`src/include/cpu_consts.svh`:
```
// Fixed sizes and field positions for the 32-bit core; both memories must stay powers of two
`ifndef CPU_CONSTS_SVH
`define CPU_CONSTS_SVH

// Datapath and register file
`define CPU_XLEN        32
`define CPU_REG_BITS    5

// Memory depths in words
`define CPU_IMEM_WORDS  256
`define CPU_DMEM_WORDS  256

`define CPU_PC_STEP     4   // Byte step between instructions

// Instruction field positions
`define CPU_OPC_HI      31
`define CPU_OPC_LO      26
`define CPU_RS_HI       25
`define CPU_RS_LO       21
`define CPU_RT_HI       20
`define CPU_RT_LO       16
`define CPU_RD_HI       15
`define CPU_RD_LO       11
`define CPU_IMM_BITS    16  // Low bits of the word hold the immediate

`endif

```
`src/design/cpuPkg.sv`:
```
// Types for the five-stage core; opcode values must match the words in the loaded programs
`default_nettype none

`include "cpu_consts.svh"

package cpuPkg;

  typedef logic [`CPU_XLEN-1:0]                word_t;
  typedef logic [`CPU_REG_BITS-1:0]            regIdx_t;
  typedef logic [$clog2(`CPU_IMEM_WORDS)-1:0]  imemIdx_t;

  // ********************************************************************
  // Encodings
  // ********************************************************************

  typedef enum logic [`CPU_OPC_HI-`CPU_OPC_LO:0] {
    opNop  = 6'b000000,
    opAdd  = 6'b000001,
    opSub  = 6'b000010,
    opAnd  = 6'b000101,
    opOr   = 6'b000110,
    opNor  = 6'b000111,
    opXor  = 6'b001000,
    opSll  = 6'b001010,
    opSra  = 6'b001011,
    opSrl  = 6'b001100,
    opAddi = 6'b100000,
    opSubi = 6'b100001,
    opLd   = 6'b100100,
    opSt   = 6'b100101,
    opBeq  = 6'b101000,
    opBne  = 6'b101001,
    opJmp  = 6'b101010
  } opcode_e;

  typedef enum logic [3:0] {
    aluPass = 4'b0000,
    aluAdd  = 4'b0001,
    aluSub  = 4'b0010,
    aluAnd  = 4'b0100,
    aluOr   = 4'b0101,
    aluNor  = 4'b0110,
    aluXor  = 4'b0111,
    aluSll  = 4'b1001,
    aluSra  = 4'b1010,
    aluSrl  = 4'b1011
  } aluOp_e;

  // ********************************************************************
  // Stage payloads
  // ********************************************************************

  typedef struct packed {
    imemIdx_t idx;
    word_t    data;
  } progWord_t;

  typedef struct packed {
    logic       regWrite;
    logic       memRead;
    logic       memWrite;
    logic       memToReg;
    logic       aluSrc;
    logic       jump;
    logic [1:0] branch;   // Bit 1 is branch, bit 0 selects not-equal
    aluOp_e     aluOp;
  } ctrl_t;

  typedef struct packed {
    word_t instr;
    word_t pcPlus4;
    logic  valid;
  } ifId_t;

  typedef struct packed {
    ctrl_t   ctrl;
    word_t   rsVal;
    word_t   rtVal;
    word_t   imm;
    word_t   pcPlus4;
    regIdx_t dest;
  } idEx_t;

  typedef struct packed {
    logic    regWrite;
    logic    memRead;
    logic    memWrite;
    logic    memToReg;
    word_t   aluResult;
    word_t   storeData;
    regIdx_t dest;
  } exMem_t;

  typedef struct packed {
    logic    regWrite;
    logic    memToReg;
    word_t   aluResult;
    word_t   memWord;
    regIdx_t dest;
  } memWb_t;

  typedef struct packed {
    logic  taken;
    word_t target;
  } redirect_t;

  typedef struct packed {
    regIdx_t dest;
    word_t   data;
  } commit_t;

endpackage

`default_nettype wire

```
`src/design/decodeStage.sv`:
```
// Register file writes happen only on a commit transfer; register 0 always reads as zero
`timescale 1ns/1ps
`default_nettype none

`include "cpu_consts.svh"

module decodeStage (
  input  wire                  clk,
  input  wire                  rst,
  input  wire                  stall,
  input  wire                  flush,
  input  wire                  freeze,
  input  wire cpuPkg::ifId_t   ifId,
  input  wire cpuPkg::commit_t wbWrite,
  input  wire                  wbEnable,
  output cpuPkg::idEx_t        idEx,
  output cpuPkg::regIdx_t      rs,
  output cpuPkg::regIdx_t      rt
);

  import cpuPkg::*;

  opcode_e opcode;
  regIdx_t rsIdx;
  regIdx_t rtIdx;
  regIdx_t rdIdx;
  regIdx_t dest;
  ctrl_t   ctrl;
  logic    destFromRt;
  logic    rfWrite;
  word_t   regs [2**`CPU_REG_BITS];
  word_t   rsVal;
  word_t   rtVal;
  word_t   imm;

  assign opcode = opcode_e'(ifId.instr[`CPU_OPC_HI:`CPU_OPC_LO]);
  assign rsIdx  = ifId.instr[`CPU_RS_HI:`CPU_RS_LO];
  assign rtIdx  = ifId.instr[`CPU_RT_HI:`CPU_RT_LO];
  assign rdIdx  = ifId.instr[`CPU_RD_HI:`CPU_RD_LO];
  assign imm    = {{(`CPU_XLEN-`CPU_IMM_BITS){ifId.instr[`CPU_IMM_BITS-1]}},
                   ifId.instr[`CPU_IMM_BITS-1:0]};

  // Hazard sources are zero for a bubble
  assign rs = ifId.valid ? rsIdx : '0;
  assign rt = ifId.valid ? rtIdx : '0;

  // ********************************************************************
  // Decoder table
  // ********************************************************************
  always_comb begin
    ctrl       = '0;
    destFromRt = 1'b0;
    case (opcode)
      opAdd, opSub, opAnd, opOr, opNor, opXor, opSll, opSrl, opSra: begin
        ctrl.regWrite = 1'b1;
      end
      opAddi, opSubi: begin
        ctrl.regWrite = 1'b1;
        ctrl.aluSrc   = 1'b1;
        destFromRt    = 1'b1;
      end
      opLd: begin
        ctrl.regWrite = 1'b1;
        ctrl.memRead  = 1'b1;
        ctrl.memToReg = 1'b1;
        ctrl.aluSrc   = 1'b1;
        destFromRt    = 1'b1;
      end
      opSt: begin
        ctrl.memWrite = 1'b1;
        ctrl.aluSrc   = 1'b1;
        destFromRt    = 1'b1;
      end
      opBeq:   ctrl.branch = 2'b10;
      opBne:   ctrl.branch = 2'b11;
      opJmp:   ctrl.jump   = 1'b1;
      default: ctrl        = '0;     // NOP and unknown opcodes
    endcase
    case (opcode)
      opAdd, opAddi, opLd, opSt: ctrl.aluOp = aluAdd;   // Loads and stores add the offset
      opSub, opSubi, opBeq, opBne: ctrl.aluOp = aluSub;
      opAnd:   ctrl.aluOp = aluAnd;
      opOr:    ctrl.aluOp = aluOr;
      opNor:   ctrl.aluOp = aluNor;
      opXor:   ctrl.aluOp = aluXor;
      opSll:   ctrl.aluOp = aluSll;
      opSrl:   ctrl.aluOp = aluSrl;
      opSra:   ctrl.aluOp = aluSra;
      default: ctrl.aluOp = aluPass;
    endcase
    dest = destFromRt ? rtIdx : rdIdx;
    if (dest == '0) begin
      ctrl.regWrite = 1'b0;          // Writes to register 0 are dropped here
    end
    if (!ifId.valid) begin
      ctrl = '0;
    end
  end

  // ********************************************************************
  // Register file with write-through read
  // ********************************************************************
  assign rfWrite = wbEnable && !freeze && (wbWrite.dest != '0);

  always_ff @(posedge clk) begin
    if (rst) begin
      for (int i = 0; i < 2**`CPU_REG_BITS; i++) begin
        regs[i] <= '0;
      end
    end else if (rfWrite) begin
      regs[wbWrite.dest] <= wbWrite.data;
    end
  end

  assign rsVal = (rfWrite && wbWrite.dest == rsIdx) ? wbWrite.data : regs[rsIdx];
  assign rtVal = (rfWrite && wbWrite.dest == rtIdx) ? wbWrite.data : regs[rtIdx];

  // Decode/execute register
  always_ff @(posedge clk) begin
    if (rst) begin
      idEx.ctrl <= '0;
    end else if (!freeze) begin
      if (flush || stall) begin
        idEx.ctrl <= '0;             // Bubble
      end else begin
        idEx.ctrl    <= ctrl;
        idEx.rsVal   <= rsVal;
        idEx.rtVal   <= rtVal;
        idEx.imm     <= imm;
        idEx.pcPlus4 <= ifId.pcPlus4;
        idEx.dest    <= dest;
      end
    end
  end

endmodule

`default_nettype wire

```
`config.mk`:
```
export PLATFORM = sky130hd
export DESIGN_NAME = decodeStage
export DESIGN_NICKNAME = d
export VERILOG_FILES = /design/src/design/cpuPkg.sv /design/src/design/decodeStage.sv
export VERILOG_INCLUDE_DIRS = /design/src /design/src/include
export SDC_FILE = /design/constraint.sdc
export NUM_CORES = 2
export LEC_CHECK = 0
export ABC_AREA = 1
export BUFFER_PORTS_ARGS = -buffer_cell sky130_fd_sc_hd__buf_4
export CAP_MARGIN = 20
export CORE_MARGIN = 2
export CORE_UTILIZATION = 40
export CTS_CLUSTER_SIZE = 16
export DETAILED_ROUTE_END_ITERATION = 8
export PLACE_DENSITY_LB_ADDON = 0.05
export SYNTH_ARGS = -nofsm -noshare
export SYNTH_HDL_FRONTEND = slang
export SYNTH_SLANG_ARGS = --single-unit
```
`constraint.sdc`:
```
create_clock -name clk -period 17.9 [get_ports clk]
set_input_delay 3.58 -clock clk [delete_from_list [all_inputs] [get_ports clk]]
set_output_delay 3.58 -clock clk [all_outputs]
set_load 0.05 [all_outputs]
```
==> summary.txt <==
Die
  • IO Pins: 263
  • Chip Width: ~400 um
  • Num rows: approximately 140
  • Core footprint: 0.152 mm^2
  • Initial core utilization: 40.4%
  • Die Span Y: roughly 400 um
  • DIE AREA: about 0.16 mm^2

Synth
  • Synth top area cells: edfxtp_1 56%, nand2_1 17%, nand3_1 14%
  • Area share of the largest cell type after synthesis: a little under three fifths
  • Yosys synthesis warning count: 0
  • Cells after Synth: 7514
  • Mean post-synth cell area: just over 8 um^2
  • Top cell type by total area after synthesis: edfxtp_1
  • Register area share after synthesis: 56.0%
  • Mapped Area: approximately 0.062 mm^2
  • Number of distinct library cells after synthesis: 33
  • Synth Flop Type: edfxtp_1
  • Post-synthesis register bit count: ~1.2k
  • Fraction of registers with async set/reset: 0%
  • Number of synthesized flops with an enable pin: 1141

Route
  • Via count: about 55k
  • DR iter-0 viols: slightly above 7k
  • Remaining routing DRC violations: 0
  • Vias per Instance: slightly below 6
  • Post-route ant nets: 0
  • Wire length per cell: around 27 um
  • DRT Pass-1 Iters: 6
  • Total Wirelength: 261000 um

Placed design
  • Pre-CTS WS: roughly 9.4 ns
  • RePlAce Congestion: around 0.87
  • DP Area: 0.0644 mm^2
  • PortBufs: between 200 and 300
  • Post-DP HPWL: between 100000 and 150000 um

Hold path
  • Min-delay src: idEx[136]
  • Hold Path Cell Cnt: 2
  • Hold Path End: idEx[136]
  • HP Class: flip-flop to flip-flop

Pwr
  • Gate power share: about an eighth
  • Internal Pwr Total: between 4000 and 5000 uW
  • Psw: 1880 uW
  • Switch share: about 28%
  • Worst vdd ir: just under 0.08 mV
  • Pwr Density: roughly 99 mW/mm^2
  • Clock power share: 40.3%
  • Flop pwr share: a little under half
  • Leak: around 0.028 uW

CTS
  • Cts bufs inserted: 140
  • CTS clock-pin slew for the worst setup and hold paths: approximately 0.050 ns
  • Hold buffers post-CTS: 0
  • Postcts setup bufs: 0
  • Insertion delay to the later sink of the worst-skew pair: 0.79 ns
  • Htree depth: 4
  • CTS sink cnt: 1152
  • CTS tree: done
  • Post-CTS Resized: 0
  • Max Root-Sink Buffers: 3
  • Root Driver: clkbuf_16

STA
  • Setup violators final: 0
  • Worst-Margin Slew: between 1 and 1.5 ns
  • Clk_skew: ~0.021 ns
  • Final Hold Fails: 0
  • Period utilisation layout: between 40% and 50%
  • Fin. max-slew vios: 0
  • Setup ws final: approximately 9.4 ns
  • Rel. slew slack: 11.2%
  • Highest Clock Rate: about 120 MHz
  • Min Hold Slack: 0.463 ns
  • Unrepaired setup endpoints after global routing: false
  • Final min period: between 8 and 9 ns
  • TNS Setup: 0 ns

Worst setup path
  • Critical path's slowest cell: buf_8
  • Crit. Startpoint: ifId[49]
  • Critical Path Fanout Max: approximately 110
  • Cell Chain, Critical Path: buf_8, buf_12, nand2_1, inv_1, buf_4
  • WP data arrival: 4.95 ns
  • CP Capture Type: output pin
  • R2R cell count: 8
  • Worst R2R End: idEx[128]
  • Critical Path Max Stage Delay: around 0.58 ns
  • Worst EP required: about 14 ns
  • Crit path launch type: primary input
  • Setup CP Type: primary input to output pin
  • FF-to-FF setup slack: around 16 ns
  • Critical R2R Launch: regs[15][27]

Layout
  • Final Util: between 40% and 50%
  • Register Area: 0.0345 mm^2
  • Layout Area Growth over Synthesis: 11.5%
  • Area of the multi-input gates: approximately 0.024 mm^2
  • Finished Cell Area: 0.0686 mm^2
  • Nets: about 7.5k
  • Layout cell share with drive strength beyond 1: 8.79%
  • Fill cells: around 15k

Global route
  • Pin count of the biggest net entering global routing: ~180
  • Initial antenna violation count: 9
  • All-Layer GR Usage: between 30% and 40%
  • Vias in the first global route: between 50k and 60k
  • First-pass GRT wire length: 370000 um
  • Grt total ovfl: 0

Status
  • Status: finished, final reports clean

Job
  • Max cap viols: 0
-- synthesized netlist by cell type (2+ instances only) --
cell,instances
a21oi_1,18
buf_1,45
buf_2,320
buf_4,42
buf_6,26
clkbuf_1,235
dfxtp_1,11
edfxtp_1,1141
ha_1,5
inv_1,83
inv_2,5
nand2_1,2761
nand2_2,4
nand3_1,1731
nand4_1,3
nor2_1,1029
nor2_4,2
nor3_1,8
nor4_2,2
o211ai_1,5
o21ai_0,19
xor2_1,8
-- layout make-up --
| type | instances | share of cell area, % |
|---|---|---|
| flip-flops and latches | 1152 | 50.2 |
| well taps | 2030 | 3.70 |
| diodes | 1 | 0.00365 |
| clock buffers | 188 | 5.60 |
| repair buffers | 417 | 4.77 |
| clock inverters | 51 | 0.589 |
| multi-input cells | 5636 | 34.5 |
| inverters | 89 | 0.547 |
-- metal layers --
metal | up-vias | share of wire (%) | global-route usage, %
met5 | - | 0.031 | 0
met4 | 12 | 5.0 | 16.0
met3 | 652 | 10 | 6.13
met2 | 3328 | 44 | 49.9
met1 | 26610 | 40 | 44.3
li1 | 24742 | - | -
-- logic make-up after synthesis --
group / synth area share (%)
AND/OR/NAND/NOR: 37.5
flip-flops: 56.0
buffers and inverters: 5.84
AO/OA/AOI/OAI: 0.409
XOR/XNOR: 0.114
adder cells (fa/ha/maj): 0.102
other: 0.00609
-- per-stage QoR --
stage                     power [uW]  std cells
after floorplan                 3740       7545
after global placement          4080       9323
after detailed placement        4080       9324
after CTS                       6800       9563
after global routing            6990       9563
final                           6790       9564
-- layout by cell type (no fill, tap or decap), types with 6 or more instances in the layout --
| master | instances |
|---|---|
| nor2_1 | 1029 |
| nor3_1 | 8 |
| conb_1 | 32 |
| bufinv_16 | 6 |
| a21oi_1 | 18 |
| dfxtp_1 | 11 |
| edfxtp_1 | 1141 |
| clkbuf_1 | 40 |
| nand2_2 | 50 |
| nand3_1 | 1731 |
| buf_4 | 403 |
| o21ai_0 | 19 |
| inv_1 | 79 |
| clkinv_1 | 24 |
| clkbuf_16 | 147 |
| clkinv_2 | 14 |
| inv_6 | 9 |
| buf_12 | 7 |
| xor2_1 | 8 |
| nand2_1 | 2714 |
-- power by group through the flow --
stage | sequential (uW) | combinational [uW] | clock [uW]
after global placement | 3220 | 855 | 0
after detailed placement | 3220 | 860 | 0
after floorplan | 3230 | 501 | 0
after global routing | 3190 | 936 | 2870
after CTS | 3170 | 862 | 2770
final | 3170 | 878 | 2740
-- critical path: cells and delay by family --
| kind | cells | cell delay [ns] |
|---|---|---|
| buffers and inverters | 4 | 1.19 |
| AND/OR/NAND/NOR | 1 | 0.09 |
-- registers in the layout (all words and copies together) (netlist names) --
name	flops
regs	1024
idEx	128
-- how the worst max path moves through the flow --
stage,endpoint,slack [ns],cells past startpoint
finish,rt[0],9.37,5
floorplan,idEx[0],2.07,1
detailed placement,rt[0],9.41,5
global placement,rt[0],9.39,5
global route,rt[0],9.31,5
CTS,rt[0],9.41,5
(Power assumes the default switching activity.)
