--- src/include/cpu_consts.svh ---
// Fixed sizes and field positions for the 32-bit core; both memories must stay powers of two
`ifndef CPU_CONSTS_SVH
`define CPU_CONSTS_SVH

// Datapath and register file
`define CPU_XLEN        32
`define CPU_REG_BITS    5

// Memory depths in words
`define CPU_IMEM_WORDS  256
`define CPU_DMEM_WORDS  256

`define CPU_PC_STEP     4   // Byte step between instructions

// Instruction field positions
`define CPU_OPC_HI      31
`define CPU_OPC_LO      26
`define CPU_RS_HI       25
`define CPU_RS_LO       21
`define CPU_RT_HI       20
`define CPU_RT_LO       16
`define CPU_RD_HI       15
`define CPU_RD_LO       11
`define CPU_IMM_BITS    16  // Low bits of the word hold the immediate

`endif

--- src/design/cpuPkg.sv ---
// Types for the five-stage core; opcode values must match the words in the loaded programs
`default_nettype none

`include "cpu_consts.svh"

package cpuPkg;

  typedef logic [`CPU_XLEN-1:0]                word_t;
  typedef logic [`CPU_REG_BITS-1:0]            regIdx_t;
  typedef logic [$clog2(`CPU_IMEM_WORDS)-1:0]  imemIdx_t;

  // ********************************************************************
  // Encodings
  // ********************************************************************

  typedef enum logic [`CPU_OPC_HI-`CPU_OPC_LO:0] {
    opNop  = 6'b000000,
    opAdd  = 6'b000001,
    opSub  = 6'b000010,
    opAnd  = 6'b000101,
    opOr   = 6'b000110,
    opNor  = 6'b000111,
    opXor  = 6'b001000,
    opSll  = 6'b001010,
    opSra  = 6'b001011,
    opSrl  = 6'b001100,
    opAddi = 6'b100000,
    opSubi = 6'b100001,
    opLd   = 6'b100100,
    opSt   = 6'b100101,
    opBeq  = 6'b101000,
    opBne  = 6'b101001,
    opJmp  = 6'b101010
  } opcode_e;

  typedef enum logic [3:0] {
    aluPass = 4'b0000,
    aluAdd  = 4'b0001,
    aluSub  = 4'b0010,
    aluAnd  = 4'b0100,
    aluOr   = 4'b0101,
    aluNor  = 4'b0110,
    aluXor  = 4'b0111,
    aluSll  = 4'b1001,
    aluSra  = 4'b1010,
    aluSrl  = 4'b1011
  } aluOp_e;

  // ********************************************************************
  // Stage payloads
  // ********************************************************************

  typedef struct packed {
    imemIdx_t idx;
    word_t    data;
  } progWord_t;

  typedef struct packed {
    logic       regWrite;
    logic       memRead;
    logic       memWrite;
    logic       memToReg;
    logic       aluSrc;
    logic       jump;
    logic [1:0] branch;   // Bit 1 is branch, bit 0 selects not-equal
    aluOp_e     aluOp;
  } ctrl_t;

  typedef struct packed {
    word_t instr;
    word_t pcPlus4;
    logic  valid;
  } ifId_t;

  typedef struct packed {
    ctrl_t   ctrl;
    word_t   rsVal;
    word_t   rtVal;
    word_t   imm;
    word_t   pcPlus4;
    regIdx_t dest;
  } idEx_t;

  typedef struct packed {
    logic    regWrite;
    logic    memRead;
    logic    memWrite;
    logic    memToReg;
    word_t   aluResult;
    word_t   storeData;
    regIdx_t dest;
  } exMem_t;

  typedef struct packed {
    logic    regWrite;
    logic    memToReg;
    word_t   aluResult;
    word_t   memWord;
    regIdx_t dest;
  } memWb_t;

  typedef struct packed {
    logic  taken;
    word_t target;
  } redirect_t;

  typedef struct packed {
    regIdx_t dest;
    word_t   data;
  } commit_t;

endpackage

`default_nettype wire

--- src/design/executeStage.sv ---
// Branch and jump targets are PC relative or absolute word offsets; shifts use the low 5 bits
`timescale 1ns/1ps
`default_nettype none

`include "cpu_consts.svh"

module executeStage (
  input  wire                clk,
  input  wire                rst,
  input  wire                freeze,
  input  wire cpuPkg::idEx_t idEx,
  output cpuPkg::exMem_t     exMem,
  output cpuPkg::redirect_t  redirect
);

  import cpuPkg::*;

  localparam int ShiftBits = $clog2(`CPU_XLEN);
  localparam int PcShift   = $clog2(`CPU_PC_STEP);

  word_t                opA;
  word_t                opB;
  word_t                aluResult;
  logic [ShiftBits-1:0] shamt;
  logic                 operandsEqual;
  logic                 branchTaken;

  assign opA   = idEx.rsVal;
  assign opB   = idEx.ctrl.aluSrc ? idEx.imm : idEx.rtVal;
  assign shamt = opB[ShiftBits-1:0];

  // ********************************************************************
  // ALU
  // ********************************************************************
  always_comb begin
    case (idEx.ctrl.aluOp)
      aluAdd:  aluResult = opA + opB;
      aluSub:  aluResult = opA - opB;
      aluAnd:  aluResult = opA & opB;
      aluOr:   aluResult = opA | opB;
      aluNor:  aluResult = ~(opA | opB);
      aluXor:  aluResult = opA ^ opB;
      aluSll:  aluResult = opA << shamt;
      aluSrl:  aluResult = opA >> shamt;
      aluSra:  aluResult = word_t'($signed(opA) >>> shamt);
      aluPass: aluResult = opB;
      default: aluResult = '0;
    endcase
  end

  // Branch resolution
  assign operandsEqual = (opA == idEx.rtVal);
  assign branchTaken   = idEx.ctrl.branch[1] & (idEx.ctrl.branch[0] ^ operandsEqual);

  assign redirect.taken  = (branchTaken | idEx.ctrl.jump) & ~freeze;
  assign redirect.target = idEx.ctrl.jump ? (idEx.imm << PcShift)
                                          : (idEx.pcPlus4 + (idEx.imm << PcShift));

  // Execute/memory register
  always_ff @(posedge clk) begin
    if (rst) begin
      exMem.regWrite <= 1'b0;
      exMem.memRead  <= 1'b0;
      exMem.memWrite <= 1'b0;
      exMem.memToReg <= 1'b0;
    end else if (!freeze) begin
      exMem.regWrite  <= idEx.ctrl.regWrite;
      exMem.memRead   <= idEx.ctrl.memRead;
      exMem.memWrite  <= idEx.ctrl.memWrite;
      exMem.memToReg  <= idEx.ctrl.memToReg;
      exMem.aluResult <= aluResult;
      exMem.storeData <= idEx.rtVal;
      exMem.dest      <= idEx.dest;
    end
  end

endmodule

`default_nettype wire

--- config.mk ---
export PLATFORM = sky130hd
export DESIGN_NAME = executeStage
export DESIGN_NICKNAME = d
export VERILOG_FILES = /design/src/design/cpuPkg.sv /design/src/design/executeStage.sv
export VERILOG_INCLUDE_DIRS = /design/src /design/src/include
export SDC_FILE = /design/constraint.sdc
export NUM_CORES = 1
export LEC_CHECK = 0
export CAP_MARGIN = 20
export CORE_UTILIZATION = 35
export DETAILED_ROUTE_END_ITERATION = 10
export DONT_BUFFER_PORTS = 1
export SYNTH_ARGS = -nofsm -noshare
export SYNTH_HDL_FRONTEND = slang
export SYNTH_SLANG_ARGS = --single-unit
export TNS_END_PERCENT = 5
--- constraint.sdc ---
create_clock -name clk -period 15.8 [get_ports clk]
set_input_delay 0.79 -clock clk [delete_from_list [all_inputs] [get_ports clk]]
set_output_delay 0.79 -clock clk [all_outputs]
set_load 0.005 [all_outputs]
==> results.cfg, run 1 <==
[synthesis]
postSynthAreaPerCell_um2 = 8.14
synth_cell_types = 94
syn_inst = 1665
syn_area_um2 = 13600
synthFlopType = edfxtp_1
yosysWarnings = 0
ys_ff_latch = 73
yosysTopAreaCellShare_pct = 15.3
syn_nets = 1942
synth-async-reset-ratio_pct = 0
synth_enable_flop_cells = 69
yosysSeqAreaShare_pct = 15.9
synthTopCellsByArea = edfxtp_1, ha_1, mux2i_1
synth_top_cell_by_area = edfxtp_1

[clock_network]
root_buffer = clkbuf_16
worstSkewPairLatency_ns = 0.37
cts_hold_buf = 0
cts.sinks = 73
clockBufferDepth = 2
path_clk_slew_ns = 0.07
postCtsSetupBuffers = 0
cts_made_buffers = 9
cts_tree = yes
cts-htree-levels = 3
ctsResizeCount = 0

[outcome]
status = complete, no violations

[critical_path]
arrival_ns = 5.77
crit_chain = mux2i_4 > buf_4 > ha_1 > o2111ai_2 > nor4_2 > and2_2 > a21oi_1 > xnor2_1 > ha_1 > a21oi_1 > o21ai_0 > or4_1 > o31a_1 > a31oi_2 > o2111ai_1 > and2_1 > a211o_1
crit_buf_inv = 1
worstPathRequired_ns = 15.92
critPathLaunchType = input pin
r2r_slack_ns = 15.18
crit_path_max_fanout = 51
slowest_stage = buf_4
critPathKind = in2reg
max_stage_delay_ns = 0.60
path_delay_family = compound AO/OA/AOI/OAI gates
endpoint_kind = flip-flop

[power]
p_total_mw = 0.963
total_leakage_power_nw = 5.54
powerDensity_nw_per_um2 = 67.9
ir_worst_vdd_mv = 0.0531

[die]
rows = 71
fp.dieH_um = 199
die_w_um = 199
start_util_pct = 35.7
io_pins = 254
dieArea_um2 = 39500
coreArea_um2 = 37900

[sta]
setup_violations = 0
max_freq_ghz = 0.177
slew_viol_final = 0
fin_ws_ns = 10.15
rsz0062_at_grt = no
period_needed_ns = 5.65
fin_tns_setup_ns = 0
worst_pin_slew_ns = 1.07
hold_viol = 0
maxSlewHeadroom_pct = 28.4
period_share_pct = 35.7
finClkSkew_ns = 0

[placement]
placedInstanceArea_um2 = 13800
place_congestion = 1.05
place_ws_ns = 9.95
port_buffers = 0
dpl.hpwl_um = 47400

[grt]
grt_pass1_wl_um = 89300
grtUsageTotal_pct = 31.0
overflow = 0
antenna_found_initial = 2
grt_max_degree = 70
grt_pass1_vias = 13100

[layout]
syn2layout_area_growth_pct = 4.53
nets = 1864
final_area_um2 = 14200
num_antenna_cells = 0
final_core_util_pct = 37.4
top_register = exMem
drive_gt1_share_pct = 8.67
nFillCells = 3871
reg_top3 = exMem (73)
largest_register_ffs = 73

[route]
drt_iter0_drc = 1830
drt.antenna.violating_nets = 0
vias_per_cell = 6.59
drc = 0
first_pass_iters = 6
num_vias = 13900
wl_per_cell_um = 29.3
drt_wl_total_um = 61700

[run]
maxCapViolations = 0

[worst_hold_path]
min_path_type = in2reg
==> final timing paths <==
kind	startpoint	end	cells past startpoint
setup / recovery	idEx[140]	exMem[68]	17
hold / removal	rst	exMem[72]	1
setup reg to reg	exMem[70]	exMem[70]	2
hold reg to reg	exMem[72]	exMem[72]	2
==> cell usage after synthesis, drive strengths merged (19+ instances only) <==
cell type  count
nand2        161
mux2i        152
ha           127
o21ai        122
nor2         121
a21oi        115
inv           92
xnor2         82
edfxtp        69
clkbuf        67
buf           42
nand3         38
o211ai        36
nor3          34
o221ai        27
a211oi        23
a221oi        23
mux4          22
a21o          20
xor2          19
==> per-stage QoR <==
stage / hold WS (ns) / instances
6_report: 0.480 / 2103
4_1_cts: 0.467 / 2103
3_3_place_gp: 0.513 / 2087
5_1_grt: 0.476 / 2103
2_1_floorplan: 0.488 / 1665
3_5_place_dp: 0.524 / 2087
==> metal layers <==
layer | wire, um | global-route usage, % | up-vias | part of all wire, %
met5 | 24 | 0 | - | 0.039
met4 | 4110 | 19.7 | 4 | 6.7
met3 | 6390 | 7.51 | 213 | 10
met2 | 26800 | 47.3 | 860 | 43
met1 | 24400 | 39.1 | 6669 | 40
li1 | - | - | 6121 | -
==> power by group <==
group / internal (mW) / switching (mW)
logic: 0.179 / 0.300
registers: 0.232 / 0.00908
clock network: 0.145 / 0.0978
==> layout make-up <==
cell class,count,area (um2),area share (%)
tap,511,639,4.51
timing repair buffer,20,150,1.06
multi-input combinational,1391,10500,74.4
inverter,92,350,2.47
sequential,73,2150,15.2
clock buffer,10,239,1.69
clock inverter,6,97.6,0.689
==> placed cells by master (no fill, tap or decap), types with 7 or more instances in the layout <==
cell / Yosys / final
nand2_1: 160 / 160
mux2i_1: 134 / 133
ha_1: 127 / 127
nor2_1: 121 / 118
a21oi_1: 115 / 115
o21ai_0: 102 / 102
inv_1: 86 / 86
xnor2_1: 81 / 81
edfxtp_1: 69 / 69
nand3_1: 38 / 38
o211ai_1: 35 / 35
nor3_1: 33 / 31
o221ai_1: 27 / 27
a211oi_1: 23 / 23
mux4_2: 22 / 22
a221oi_1: 22 / 22
o21ai_1: 20 / 20
a21o_1: 20 / 20
buf_4: 7 / 20
xor2_1: 19 / 19
a22oi_1: 18 / 18
nor2b_1: 17 / 17
mux2_2: 14 / 14
nand4_1: 14 / 14
o31ai_1: 12 / 12
mux2i_2: 12 / 11
and2_1: 11 / 11
o22ai_1: 10 / 10
nand2b_1: 9 / 9
a31oi_1: 9 / 9
a21boi_0: 9 / 9
clkbuf_16: 0 / 9
mux2i_4: 6 / 8
nor4_1: 8 / 8
o21a_1: 8 / 8
a32oi_1: 8 / 8
a41oi_1: 7 / 7
==> logic make-up (layout without fill, tap and decap cells) <==
logic type | after synthesis | count (layout) | synth area share, %
AO/OA/AOI/OAI | 515 | 515 | 25.7
XOR/XNOR | 101 | 101 | 6.58
adder cells (fa/ha/maj) | 129 | 129 | 12.0
buffers and inverters | 201 | 128 | 6.68
flip-flops | 73 | 73 | 15.9
multiplexers | 189 | 189 | 17.0
AND/OR/NAND/NOR | 457 | 457 | 16.1
Note: power is estimated with default switching activity, not from simulation.
==> run 2: changes to the inputs <==
Settings changed: ABC_AREA from default to 1.
Clock period 15.8 ns to 5.9 ns, I/O delays scaled along.
==> run 2 against run 1 <==
The flow now finishes with violations (DRC). First-iteration DRC count up 22%. Total power rose to 2.8 times the previous value. Final cell count up 49%. Critical path depth up 6. Worst setup slack worse by 8.3 ns. Wire length up 22%. Global-route usage up 4.3 points. Clock skew unchanged. Clock power rose to 2.6 times the previous value. Via count up 32%. Sequential cell count unchanged. Utilization up 1.1 points. Critical path type unchanged.
==> results.cfg, run 2 <==
[sta]
rsz0062_at_grt = no
max_freq_ghz = 0.245
slew_viol_final = 0
period_needed_ns = 4.09
finClkSkew_ns = 0
setup_violations = 0
fin_ws_ns = 1.81
hold_viol = 0
fin_tns_setup_ns = 0
maxSlewHeadroom_pct = 30.2
worst_pin_slew_ns = 1.04
period_share_pct = 69.3

[critical_path]
endpoint_kind = flip-flop
arrival_ns = 4.21
crit_chain = inv_2 > nand2_1 > nand2_2 > ha_1 > inv_1 > nor2_2 > nand3_2 > nor2_2 > nand2_1 > nor2_2 > nand2_1 > nand2_1 > xor2_1 > ha_1 > nand2_1 > nor2_1 > inv_1 > nor3_1 > nand3_1 > nand3_1 > nand2_1 > nand3_1 > nand3_1
endpoint = exMem[61]
max_stage_delay_ns = 0.46
crit_path_max_fanout = 75
crit_top_cell = nand2_1
critPathKind = in2reg
cp-startpoint = idEx[140]
worstPathRequired_ns = 6.02
reg2reg_to = exMem[72]
r2r_slack_ns = 5.27
slowest_stage = inv_2
worst_r2r_startpoint = exMem[72]
critPathLaunchType = input pin
ff2ff_path_depth = 2

[layout]
multi_input_area_um2 = 11000
mostFrequentLayoutCells = nand2_1, nand3_1, inv_1
final_cells = 3140
final_common_cell = nand2_1
regArea_um2 = 2150
final_core_util_pct = 38.4
reg_top3 = exMem (73)
top_register = exMem
drive_gt1_share_pct = 3.68
nFillCells = 4630
syn2layout_area_growth_pct = 7.71
nets = 2878
largest_register_ffs = 73

[placement]
dpl.hpwl_um = 62300
place_ws_ns = 1.56
place_congestion = 1.06
port_buffers = 0
placed_cells = 3084

[grt]
grt_max_degree = 76
grt_pass1_vias = 17300
antenna_found_initial = 4
grt_pass1_wl_um = 110000
grtUsageTotal_pct = 35.3
overflow = 0

[synthesis]
yosysSeqAreaShare_pct = 14.7
synth_enable_flop_cells = 69
synth_cell_types = 51
syn_inst = 2616
yosysTopAreaCellShare_pct = 24.7
synthFlopType = edfxtp_1
synth-async-reset-ratio_pct = 0
yosysWarnings = 0
postSynthAreaPerCell_um2 = 5.60
ys_top_cells_by_count = nand2_1, nand3_1, inv_1
synthTopCellsByArea = nand2_1, nand3_1, edfxtp_1
synth_top_cell_by_area = nand2_1
ys_ff_latch = 73
syn_area_um2 = 14600
synth_most_common_cell = nand2_1
syn_nets = 2893

[clock_network]
postCtsSetupBuffers = 0
path_clk_slew_ns = 0.07
cts_made_buffers = 9
root_buffer = clkbuf_16
cts_tree = yes
cts.sinks = 73
clockBufferDepth = 2
cts-htree-levels = 3
worstSkewPairLatency_ns = 0.39

[route]
first_pass_iters = 9
vias_per_cell = 5.84
drc = 6
drt_iter0_drc = 2236
wl_per_cell_um = 24.0
num_vias = 18300
drt_wl_total_um = 75300
drt.antenna.violating_nets = 0

[power]
total_leakage_power_nw = 7.85
p_total_mw = 2.69
ir_worst_vdd_mv = 0.167
powerDensity_nw_per_um2 = 171

[die]
coreArea_um2 = 41000
rows = 74
fp.dieH_um = 207
dieArea_um2 = 42600
die_w_um = 207
start_util_pct = 35.7
io_pins = 254

[run]
maxCapViolations = 0

[outcome]
status = finished with violations
violations = DRC

[worst_hold_path]
min_path_type = in2reg
[run 2: cell count changes after synthesis, moves of 50 or more]
cell,previous run,this run
inv_1,86,279
xnor2_1,81,10
nand3_1,38,415
mux2i_1,134,0
nand2_1,160,965
nor2_1,121,171
[run 2: report_power, final]
part           leakage (nW)  internal [mW]  switching (mW)
combinational          7.04          0.414           0.993
sequential            0.660          0.619          0.0239
clock                 0.152          0.370           0.268
[run 2: per-stage QoR]
| step | hold slack [ns] | area [um2] |
|---|---|---|
| 2_1_floorplan | 0.364 | 14600 |
| 3_3_place_gp | 0.366 | 15100 |
| 3_5_place_dp | 0.367 | 15100 |
| 4_1_cts | 0.0144 | 15800 |
| 5_1_grt | 0.0387 | 15800 |
| 6_report | 0.0321 | 15800 |
[run 2: layout make-up]
class	count	area share (%)
multi-input cells	2170	69.7
flip-flops and latches	73	13.6
inverters	284	6.76
well taps	532	4.22
repair buffers	63	3.60
clock buffers	9	1.43
clock inverters	7	0.595
diodes	2	0.0317
[run 2: cells by family (layout without fill, tap and decap cells)]
logic type / Yosys count / after routing / synth area share [%]
buf+inv: 373 / 363 / 10.4
flops: 73 / 73 / 14.7
xor+xnor: 42 / 42 / 2.51
fa+ha+maj: 129 / 129 / 11.1
other cells: 0 / 2 / 0
simple gates: 1683 / 1683 / 49.1
compound gates: 316 / 316 / 12.1
[run 2: critical path: cells and delay by family]
family	cells	cell delay, ns
fa+ha+maj	2	0.63
buf+inv	3	0.63
xor+xnor	1	0.10
simple gates	17	2.53
[run 2: layer usage]
| metal | up-vias | wire length, um | GRT usage, % | part of all wire [%] |
|---|---|---|---|---|
| met5 | - | 22 | 0 | 0.029 |
| met4 | 4 | 4480 | 20.0 | 5.9 |
| met3 | 234 | 7500 | 9.95 | 10 |
| met2 | 932 | 34600 | 58.0 | 46 |
| met1 | 8585 | 28700 | 41.1 | 38 |
| li1 | 8588 | - | - | - |
[run 2: worst min-delay path by stage]
stage	startpoint	to	slack, ns	cells past startpoint
2_1_floorplan	rst	exMem[69]	0.36	1
4_1_cts	freeze	exMem[70]	0.01	2
5_1_grt	idEx[141]	exMem[69]	0.04	2
6_report	freeze	exMem[70]	0.03	2
3_3_place_gp	rst	exMem[71]	0.37	1
3_5_place_dp	rst	exMem[70]	0.37	1
[run 2: repair_timing]
item	in CTS	in global routing
resized for setup	0	0
hold buffers	38	0
setup endpoints to repair	0	0
endpoints found under the hold margin	41	0
