===== config.mk =====
export PLATFORM = sky130hd
export DESIGN_NAME = pipelineControl
export DESIGN_NICKNAME = d
export VERILOG_FILES = /design/src/design/cpuPkg.sv /design/src/design/pipelineControl.sv
export VERILOG_INCLUDE_DIRS = /design/src /design/src/include
export SDC_FILE = /design/constraint.sdc
export NUM_CORES = 1
export LEC_CHECK = 0
export BUFFER_PORTS_ARGS = -buffer_cell sky130_fd_sc_hd__buf_2
export CORE_AREA = 2 2 39 41
export DETAILED_ROUTE_END_ITERATION = 10
export DIE_AREA = 0 0 41 43
export PLACE_DENSITY = 0.72
export RECOVER_POWER = 50
export SLEW_MARGIN = 40
export SYNTH_ARGS = -nofsm -noshare
export SYNTH_HDL_FRONTEND = slang
export SYNTH_SLANG_ARGS = --single-unit
export TNS_END_PERCENT = 5

===== constraint.sdc =====
create_clock -name vclk -period 1.3
set_clock_uncertainty 0.15 [all_clocks]
set_input_delay 0.065 -clock vclk [all_inputs]
set_output_delay 0.065 -clock vclk [all_outputs]
set_load 0.01 [all_outputs]

===== src/include/cpu_consts.svh =====
// Fixed sizes and field positions for the 32-bit core; both memories must stay powers of two
`ifndef CPU_CONSTS_SVH
`define CPU_CONSTS_SVH

// Datapath and register file
`define CPU_XLEN        32
`define CPU_REG_BITS    5

// Memory depths in words
`define CPU_IMEM_WORDS  256
`define CPU_DMEM_WORDS  256

`define CPU_PC_STEP     4   // Byte step between instructions

// Instruction field positions
`define CPU_OPC_HI      31
`define CPU_OPC_LO      26
`define CPU_RS_HI       25
`define CPU_RS_LO       21
`define CPU_RT_HI       20
`define CPU_RT_LO       16
`define CPU_RD_HI       15
`define CPU_RD_LO       11
`define CPU_IMM_BITS    16  // Low bits of the word hold the immediate

`endif


===== src/design/cpuPkg.sv =====
// Types for the five-stage core; opcode values must match the words in the loaded programs
`default_nettype none

`include "cpu_consts.svh"

package cpuPkg;

  typedef logic [`CPU_XLEN-1:0]                word_t;
  typedef logic [`CPU_REG_BITS-1:0]            regIdx_t;
  typedef logic [$clog2(`CPU_IMEM_WORDS)-1:0]  imemIdx_t;

  // ********************************************************************
  // Encodings
  // ********************************************************************

  typedef enum logic [`CPU_OPC_HI-`CPU_OPC_LO:0] {
    opNop  = 6'b000000,
    opAdd  = 6'b000001,
    opSub  = 6'b000010,
    opAnd  = 6'b000101,
    opOr   = 6'b000110,
    opNor  = 6'b000111,
    opXor  = 6'b001000,
    opSll  = 6'b001010,
    opSra  = 6'b001011,
    opSrl  = 6'b001100,
    opAddi = 6'b100000,
    opSubi = 6'b100001,
    opLd   = 6'b100100,
    opSt   = 6'b100101,
    opBeq  = 6'b101000,
    opBne  = 6'b101001,
    opJmp  = 6'b101010
  } opcode_e;

  typedef enum logic [3:0] {
    aluPass = 4'b0000,
    aluAdd  = 4'b0001,
    aluSub  = 4'b0010,
    aluAnd  = 4'b0100,
    aluOr   = 4'b0101,
    aluNor  = 4'b0110,
    aluXor  = 4'b0111,
    aluSll  = 4'b1001,
    aluSra  = 4'b1010,
    aluSrl  = 4'b1011
  } aluOp_e;

  // ********************************************************************
  // Stage payloads
  // ********************************************************************

  typedef struct packed {
    imemIdx_t idx;
    word_t    data;
  } progWord_t;

  typedef struct packed {
    logic       regWrite;
    logic       memRead;
    logic       memWrite;
    logic       memToReg;
    logic       aluSrc;
    logic       jump;
    logic [1:0] branch;   // Bit 1 is branch, bit 0 selects not-equal
    aluOp_e     aluOp;
  } ctrl_t;

  typedef struct packed {
    word_t instr;
    word_t pcPlus4;
    logic  valid;
  } ifId_t;

  typedef struct packed {
    ctrl_t   ctrl;
    word_t   rsVal;
    word_t   rtVal;
    word_t   imm;
    word_t   pcPlus4;
    regIdx_t dest;
  } idEx_t;

  typedef struct packed {
    logic    regWrite;
    logic    memRead;
    logic    memWrite;
    logic    memToReg;
    word_t   aluResult;
    word_t   storeData;
    regIdx_t dest;
  } exMem_t;

  typedef struct packed {
    logic    regWrite;
    logic    memToReg;
    word_t   aluResult;
    word_t   memWord;
    regIdx_t dest;
  } memWb_t;

  typedef struct packed {
    logic  taken;
    word_t target;
  } redirect_t;

  typedef struct packed {
    regIdx_t dest;
    word_t   data;
  } commit_t;

endpackage

`default_nettype wire


===== src/design/pipelineControl.sv =====
// No forwarding; any source matching a pending write in execute or memory stalls decode
`timescale 1ns/1ps
`default_nettype none

module pipelineControl (
  input  wire cpuPkg::regIdx_t   rs,
  input  wire cpuPkg::regIdx_t   rt,
  input  wire cpuPkg::regIdx_t   exDest,
  input  wire cpuPkg::regIdx_t   memDest,
  input  wire                    exRegWrite,
  input  wire                    memRegWrite,
  input  wire cpuPkg::redirect_t redirect,
  input  wire                    commitValid,
  input  wire                    commitReady,
  output logic                   stall,
  output logic                   flush,
  output logic                   freeze
);

  import cpuPkg::*;

  logic hazard;

  // Source waits on an older producer still in flight
  function automatic logic dependsOn(input regIdx_t src, input regIdx_t exD,
                                     input regIdx_t memD, input logic exW,
                                     input logic memW);
    logic match;
    match = (exW && src == exD) || (memW && src == memD);
    return (src != '0) && match;
  endfunction

  assign hazard = dependsOn(rs, exDest, memDest, exRegWrite, memRegWrite) ||
                  dependsOn(rt, exDest, memDest, exRegWrite, memRegWrite);

  // Freeze over flush over stall
  assign freeze = commitValid & ~commitReady;
  assign flush  = redirect.taken & ~freeze;
  assign stall  = hazard & ~flush & ~freeze;

endmodule

`default_nettype wire


==> impl_metrics.py, run 1 <==
metrics = {
    "outcome": {
        "outcome": "finished, violations left",
        "violations": "negative setup slack",
    },
    "critical_path": {
        "setup.worst_path.end_class": "output port",
        "critPathArrivalTime_ps": 1090,
        "worstPathMaxFanout": 3,
        "cp-start-kind": "primary input",
        "crit_slowest_cell": "nor4_1",
        "crit_path_cell_trace": "buf_8 > xor2_1 > nor4_1 > a32oi_1 > o22ai_1 > buf_2",
        "max_stage_delay_ps": 320,
        "crit_type": "primary input to output port",
        "crit_start": "rt[1]",
        "cp.required_ps": 1090,
    },
    "detailed_routing": {
        "vias": 384,
        "first_pass_iters": 2,
        "drc": 0,
        "wl_per_cell_um": 10.7,
        "vias_per_cell": 4.63,
        "drt_wl_total_um": 891,
        "ant_nets": 0,
        "drt_iter0_markers": 2,
    },
    "sta": {
        "fin_setup_tns_ps": -5.38,
        "fmax_mhz": 766,
        "finalCriticalPeriod_ps": 1310,
        "relSlewSlack_pct": 81.0,
        "rsz0062_at_grt": "yes",
        "post-route-period-util_pct": 100,
        "report.final.hold_viol_count": 0,
        "tightestPinTransition_ps": 282,
        "setup_viol": 1,
        "setup_ws_ps": -5.38,
        "drv_slew": 0,
    },
    "power_and_ir_drop": {
        "clkPwrFrac_pct": 0,
        "p_leak_uw": 0.000241,
        "pwr-share-comb_pct": 100.0,
        "power_density_mw_per_mm2": 308,
        "power_switching_uw": 69.8,
        "swShare_pct": 43.1,
        "power_frac_seq_pct": 0,
        "power.total_uw": 162,
        "p_int_uw": 91.9,
        "max-vdd-ir-drop_mv": 0.118,
    },
    "run": {
        "cap_viol_max_count": 0,
    },
    "placed_design": {
        "place_ws_ps": -44.7,
        "port_buffers": 28,
        "place.gp.congestion": 0.814,
    },
    "floorplan": {
        "fp.dieH_um": 43,
        "core_mm2": 0.00138,
        "die_x_um": 41,
        "rows": 14,
        "initial_utilization_pct": 20.1,
        "die-area_mm2": 0.00176,
        "top_level_ports": 60,
    },
    "yosys": {
        "syn_avg_cell_area_um2": 7.72,
        "synth_top_area_cell": "xor2_1",
        "synth_top_area_share_pct": 50.5,
        "yosys-top-cells-count": "16 x xor2_1, 4 x nor4_1, 4 x xnor2_1",
        "netlist_top_cells_area": "xor2_1 50%, xnor2_1 13%, nor4_1 9.0%",
        "syn-num-nets": 93,
        "ys_types": 10,
        "syn_area_um2": 278,
        "postSynthCellCount": 36,
        "synth.most_common_cell": "xor2_1",
        "ys_warn_count": 0,
        "ys_seq_area_share_pct": 0,
    },
    "finish": {
        "nets": 126,
        "area_delta_synth_final_pct": 89.2,
        "area.sequential_um2": 0,
        "final_util_pct": 38.0,
        "diodes": 0,
        "num-fill-cells": 146,
        "nClkBuffers": 0,
        "numSequentialCells": 0,
        "final_layout_size_suffix_gt1_share_pct": 47.8,
        "multiInputGateArea_um2": 288,
    },
    "worst_hold_path": {
        "worstHoldPathCells": 3,
        "holdCritStartpoint": "commitReady",
        "hold_end": "freeze",
        "min_path_type": "primary input to output port",
    },
    "global_route": {
        "antenna_found_initial": 0,
        "grtUsageTotal_pct": 10.6,
        "grt_max_degree": 4,
        "grt_pass1_vias": 343,
        "grt_pass1_wl_um": 1370,
        "grt_overflow": 0,
    },
    "clock_network": {
        "hold_buffers": 0,
    },
}
[logic make-up (layout without fill, tap and decap cells)]
family / Yosys count / count (layout) / share of synthesized area, %
buf+inv: 0 / 31 / 0
xor+xnor: 20 / 20 / 63.1
simple gates: 11 / 11 / 24.8
compound gates: 5 / 5 / 12.2
[metrics by stage]
step / cell area [µm²] / hold slack (ps) / cells
5_1_grt: 526 / 257 / 83
3_3_place_gp: 460 / 232 / 83
3_5_place_dp: 460 / 238 / 83
2_1_floorplan: 278 / 40.7 / 36
4_1_cts: 489 / 238 / 83
6_report: 526 / 228 / 83
[worst max-delay path, delay by kind of cell]
kind | cells | cell delay (ps)
buf+inv | 2 | 250
compound gates | 2 | 300
simple gates | 1 | 320
xor+xnor | 1 | 160
[repair_timing]
item                       in CTS  in global routing
buffers inserted                0                  0
resized for setup               7                  9
cloned                          0                  0
pin swaps                       6                  7
setup endpoints to repair       1                  1
[placed cells by master (no fill, tap or decap), drive strengths merged]
master,n
buf,30
nor2b,2
clkbuf,1
o21ai,2
or4,2
o22ai,1
xor2,16
xnor2,4
nor4,4
a32oi,2
nor2,1
and2,2
[power by group through the flow]
| stage | logic [µW] | clock network, µW | registers [µW] |
|---|---|---|---|
| after floorplan | 60.0 | 0 | 0 |
| after global placement | 137 | 0 | 0 |
| after detailed placement | 139 | 0 | 0 |
| after CTS | 149 | 0 | 0 |
| after global routing | 175 | 0 | 0 |
| final | 162 | 0 | 0 |
[worst max path at each step]
| stage | slack (ps) | end |
|---|---|---|
| after floorplan | 250 | stall |
| after global placement | -20 | stall |
| after detailed placement | -40 | stall |
| after CTS | 5 | stall |
| after global routing | -70 | stall |
| final | -5 | stall |
[metal layers]
metal  routed length (µm)  GRT usage, %
met5                    0             0
met4                    0             0
met3                   59             0
met2                  489          18.8
met1                  343          14.6
[area by class of cell]
class                           instances  area share (%)
Multi-Input combinational cell         36            54.8
Tap cell                               16            3.81
Timing Repair Buffer                   31            41.4
Power figures use the tool's default switching activity.
==> run 2, diff against run 1 <==
PLACE_DENSITY = 0.74   (was 0.72)
==> run 2 against run 1 <==
  * The run still ends with negative setup slack left
  * Critical path depth shrank 1
  * Combinational power decreased by 4%
  * Worst setup slack better by 2.8 ps
  * Sequential cell count unchanged
  * Global-route usage down 0.80 points
  * Routed wire length up 2.0%
  * Design area decreased by 3.8%
  * Non-clock buffer count rose by 1
  * Via count down 1.8%
  * Hold slack better by 6.0 ps
  * Count of clock-buffer cells in the layout unchanged
  * Critical path type unchanged
  * Largest power group unchanged
==> impl_metrics.py, run 2 (synthesized netlist as in run 1, its figures left out) <==
metrics = {
    "sta": {
        "setup_viol": 1,
        "finalCriticalPeriod_ps": 1300,
        "fmax_mhz": 768,
        "whs_ps": 234,
        "drv_slew": 0,
        "setup_ws_ps": -2.53,
        "post-route-period-util_pct": 100,
        "relSlewSlack_pct": 82.9,
        "tightestPinTransition_ps": 253,
        "report.final.hold_viol_count": 0,
        "rsz0062_at_grt": "yes",
    },
    "critical_path": {
        "critPathTopFamily": "simple AND/OR/NAND/NOR gates",
        "crit_slowest_cell": "or4_1",
        "path_common_cell": "buf_2",
        "crit_type": "primary input to output port",
        "cp.required_ps": 1090,
        "path_buf_inv": 2,
        "max_stage_delay_ps": 520,
        "cp-start-kind": "primary input",
        "critPathArrivalTime_ps": 1090,
        "setup.worst_path.end_class": "output port",
        "crit_path_cell_trace": "buf_2 > or4_1 > o21ai_1 > o22ai_1 > buf_2",
        "worstPathMaxFanout": 3,
    },
    "power_and_ir_drop": {
        "power_density_mw_per_mm2": 308,
        "power.total_uw": 156,
        "p_leak_uw": 0.000236,
        "max-vdd-ir-drop_mv": 0.113,
    },
    "global_route": {
        "grt_pass1_wl_um": 1280,
        "grt_overflow": 0,
        "antenna_found_initial": 0,
        "grt_pass1_vias": 359,
        "grt_max_degree": 4,
        "grtUsageTotal_pct": 9.79,
    },
    "detailed_routing": {
        "drc": 0,
        "first_pass_iters": 2,
        "drt_wl_total_um": 909,
        "vias": 377,
        "drt_iter0_markers": 2,
        "vias_per_cell": 4.49,
        "wl_per_cell_um": 10.8,
        "ant_nets": 0,
    },
    "finish": {
        "instances_no_fill": 84,
        "nets": 127,
        "area.sequential_um2": 0,
        "numSequentialCells": 0,
        "num-fill-cells": 160,
        "mostFrequentLayoutCells": "23 x buf_2, 16 x xor2_1, 4 x xnor2_1, 4 x buf_4",
        "final_util_pct": 36.5,
        "mostFrequentLayoutCell": "buf_2",
        "area_delta_synth_final_pct": 82.0,
        "diodes": 0,
        "multiInputGateArea_um2": 288,
        "nClkBuffers": 0,
        "final_layout_size_suffix_gt1_share_pct": 48.5,
    },
    "worst_hold_path": {
        "worstHoldPathCells": 3,
        "hold_end": "freeze",
        "min_path_type": "primary input to output port",
        "holdCritStartpoint": "commitReady",
    },
    "placed_design": {
        "place_ws_ps": -36.4,
        "hpwlAfterDp_um": 797,
        "port_buffers": 28,
        "place.gp.congestion": 0.928,
        "place_inst": 83,
    },
    "clock_network": {
        "hold_buffers": 0,
    },
    "floorplan": {
        "core_mm2": 0.00138,
        "initial_utilization_pct": 20.1,
        "die-area_mm2": 0.00176,
        "fp.dieH_um": 43,
        "die_x_um": 41,
        "rows": 14,
        "top_level_ports": 60,
    },
    "outcome": {
        "outcome": "finished, violations left",
        "violations": "negative setup slack",
    },
    "run": {
        "cap_viol_max_count": 0,
    },
}
run 2: cell count changes in the layout (fill, tap and decap cells not counted):
cell,change
buf_2,+5
buf_6,-4
run 2: cell type report:
cell class / instances / area share (%)
Multi-Input combinational cell: 36 / 56.9
Tap cell: 16 / 3.96
Timing Repair Buffer: 32 / 39.1
run 2: repair_timing:
action / in CTS / in global routing
buffers inserted: 0 / 1
gates cloned: 0 / 0
pin swaps: 4 / 5
setup endpoints to repair: 1 / 1
gates resized for setup: 3 / 8
run 2: through the flow:
stage | TNS (ps) | area [µm²]
3_5_place_dp | -36.4 | 460
6_report | -2.53 | 505
5_1_grt | -96.6 | 505
3_3_place_gp | -22.7 | 460
2_1_floorplan | 0 | 278
4_1_cts | 0 | 464
run 2: worst max-delay path by stage:
stage | startpoint | slack, ps | cells past startpoint | end
2_1_floorplan | rs[4] | 250 | 4 | stall
3_3_place_gp | rt[0] | -20 | 5 | stall
3_5_place_dp | rt[0] | -40 | 5 | stall
4_1_cts | rs[1] | 0.6 | 6 | stall
5_1_grt | exDest[0] | -100 | 6 | stall
6_report | rs[3] | -3 | 5 | stall
run 2: per-layer routing:
metal  part of all wire [%]  GRT usage [%]
met2                     53           18.1
met4                    1.5           3.33
met5                      0              0
met1                     39           11.1
met3                    5.8              0
run 2: tightest hold or removal path, delay by kind of cell:
kind          cells  cell delay, ps
simple gates      1              50
buf+inv           2             200
run 2: power breakdown:
group | internal, µW | switching, µW | leakage, µW | total, µW
combinational | 85.4 | 70.1 | 0.000236 | 156
sequential | 0 | 0 | 0 | 0
clock | 0 | 0 | 0 | 0
total | 85.4 | 70.1 | 0.000236 | 156
==> run 3, diff against run 2 <==
PLACE_DENSITY = 0.77   (was 0.74)
clock period = 1.1 ns   (was 1.3 ns; I/O delays follow)
==> run 3 against run 2 <==
  * The run still ends with negative setup slack left
  * Highest routed layer is now met3
  * Sequential cell count is the same
  * Routed wire length grew 1.5%
  * Combinational power grew 23%
  * Worst setup slack lost 170 ps
  * Hold slack lost 24 ps
  * Total power grew 23%
  * Largest power group unchanged
  * First-iteration DRC count grew 50%
  * Utilization grew 1.8 points
  * Global-route usage grew 1.6 points
  * Largest cell class unchanged
==> impl_metrics.py, run 3 (synthesized netlist as in run 1, its figures left out) <==
metrics = {
    "outcome": {
        "outcome": "finished, violations left",
        "violations": "negative setup slack",
    },
    "worst_hold_path": {
        "holdCritStartpoint": "commitReady",
        "worstHoldPathCells": 3,
        "hold_end": "freeze",
        "min_path_type": "primary input to output port",
    },
    "finish": {
        "mostFrequentLayoutCell": "buf_2",
        "instances_no_fill": 88,
        "num-fill-cells": 148,
        "fin_area_um2": 531,
        "nClkBuffers": 0,
        "final_util_pct": 38.3,
        "numSequentialCells": 0,
        "diodes": 0,
        "mostFrequentLayoutCells": "22 x buf_2, 16 x xor2_1, 9 x buf_4",
        "area.sequential_um2": 0,
        "nets": 131,
        "final_layout_size_suffix_gt1_share_pct": 50.0,
        "area_delta_synth_final_pct": 91.0,
    },
    "detailed_routing": {
        "drc": 0,
        "vias_per_cell": 4.36,
        "vias": 384,
        "ant_nets": 0,
        "drt_iter0_markers": 3,
        "first_pass_iters": 3,
        "wl_per_cell_um": 10.5,
        "drt_wl_total_um": 923,
    },
    "placed_design": {
        "postPlaceCellArea_um2": 490,
        "port_buffers": 28,
        "place.gp.congestion": 0.893,
        "hpwlAfterDp_um": 828,
        "place_inst": 87,
    },
    "floorplan": {
        "rows": 14,
        "top_level_ports": 60,
        "fp.dieH_um": 43,
        "core_mm2": 0.00138,
        "initial_utilization_pct": 20.1,
        "die-area_mm2": 0.00176,
        "die_x_um": 41,
    },
    "global_route": {
        "antenna_found_initial": 0,
        "gr-max-usage-layer": "met2",
        "use_met1_pct": 15.5,
        "grtUsageTotal_pct": 11.4,
        "grt_pass1_vias": 384,
        "grt_pass1_wl_um": 1500,
        "grt_max_degree": 4,
        "use_met3_pct": 0,
        "met2_usage_pct": 20.3,
        "grt_overflow": 0,
    },
    "critical_path": {
        "crit_type": "primary input to output port",
        "setup.worst_path.end_class": "output port",
        "max_stage_delay_ps": 520,
        "crit_path_cell_trace": "buf_6 > or4_1 > o21ai_1 > o22ai_1 > buf_2",
        "worstPathMaxFanout": 2,
        "critPathArrivalTime_ps": 1070,
        "cp-start-kind": "primary input",
        "crit_slowest_cell": "or4_1",
        "cp.required_ps": 890,
    },
    "power_and_ir_drop": {
        "power.total_uw": 192,
        "max-vdd-ir-drop_mv": 0.144,
        "swShare_pct": 43.5,
        "clkPwrFrac_pct": 0,
        "pwr-share-comb_pct": 100.0,
        "power_frac_seq_pct": 0,
        "power_switching_uw": 83.5,
        "p_leak_uw": 0.000253,
        "p_int_uw": 108,
        "power_density_mw_per_mm2": 362,
    },
    "sta": {
        "finalCriticalPeriod_ps": 1270,
        "tightestPinTransition_ps": 247,
        "relSlewSlack_pct": 83.4,
        "setup_viol": 1,
        "whs_ps": 210,
        "setup_ws_ps": -174,
        "drv_slew": 0,
        "fmax_mhz": 785,
        "report.final.hold_viol_count": 0,
        "rsz0062_at_grt": "yes",
        "post-route-period-util_pct": 116,
    },
    "run": {
        "cap_viol_max_count": 0,
    },
    "clock_network": {
        "hold_buffers": 0,
    },
}
run 3: cell types whose count changed in the layout (fill, tap and decap cells not counted):
| cell | previous run | this run |
|---|---|---|
| or4_1 | 1 | 2 |
| buf_8 | 1 | 0 |
| buf_4 | 4 | 9 |
| buf_2 | 23 | 22 |
| buf_6 | 3 | 4 |
| or4_4 | 1 | 0 |
run 3: worst max-delay path by stage:
stage / cells after the start / slack [ps] / end / from
final: 5 / -170 / stall / rt[3]
after global routing: 7 / -270 / stall / rs[2]
after detailed placement: 5 / -200 / stall / rt[0]
after global placement: 5 / -200 / stall / rs[0]
after floorplan: 4 / 70 / stall / rs[4]
after CTS: 5 / -160 / stall / rs[2]
run 3: per-layer routing:
| metal | wire length, µm | part of all wire (%) | vias to the layer above |
|---|---|---|---|
| met2 | 509 | 55 | 12 |
| met4 | 0 | 0 | 0 |
| met5 | 0 | 0 | - |
| met1 | 355 | 38 | 170 |
| met3 | 59 | 6.4 | 0 |
| li1 | - | - | 202 |
run 3: stage by stage:
step	setup TNS [ps]	setup slack, ps
after floorplan	0	68.7
after global placement	-205	-205
after detailed placement	-199	-199
after CTS	-158	-158
after global routing	-271	-271
final	-174	-174
run 3: power by group through the flow:
stage | combinational [µW] | sequential [µW] | clock [µW]
CTS | 190 | 0 | 0
finish | 192 | 0 | 0
global placement | 173 | 0 | 0
detailed placement | 175 | 0 | 0
global route | 212 | 0 | 0
floorplan | 71.0 | 0 | 0
run 3: worst max-delay path: cells and delay by family:
kind            cells  cell delay, ps
simple gates        1             520
compound gates      2             260
buf+inv             2             230
run 3: area by class of cell:
type / instances / area [µm²] / share of cell area [%]
multi-input combinational: 36 / 284 / 53.5
timing repair buffer: 36 / 226 / 42.7
tap: 16 / 20.0 / 3.77
run 3: what timing repair did:
| item | CTS | global route |
|---|---|---|
| resized for setup | 7 | 1 |
| pin swaps | 7 | 0 |
| endpoints found under the setup margin | 1 | 1 |
| setup buffers | 1 | 0 |
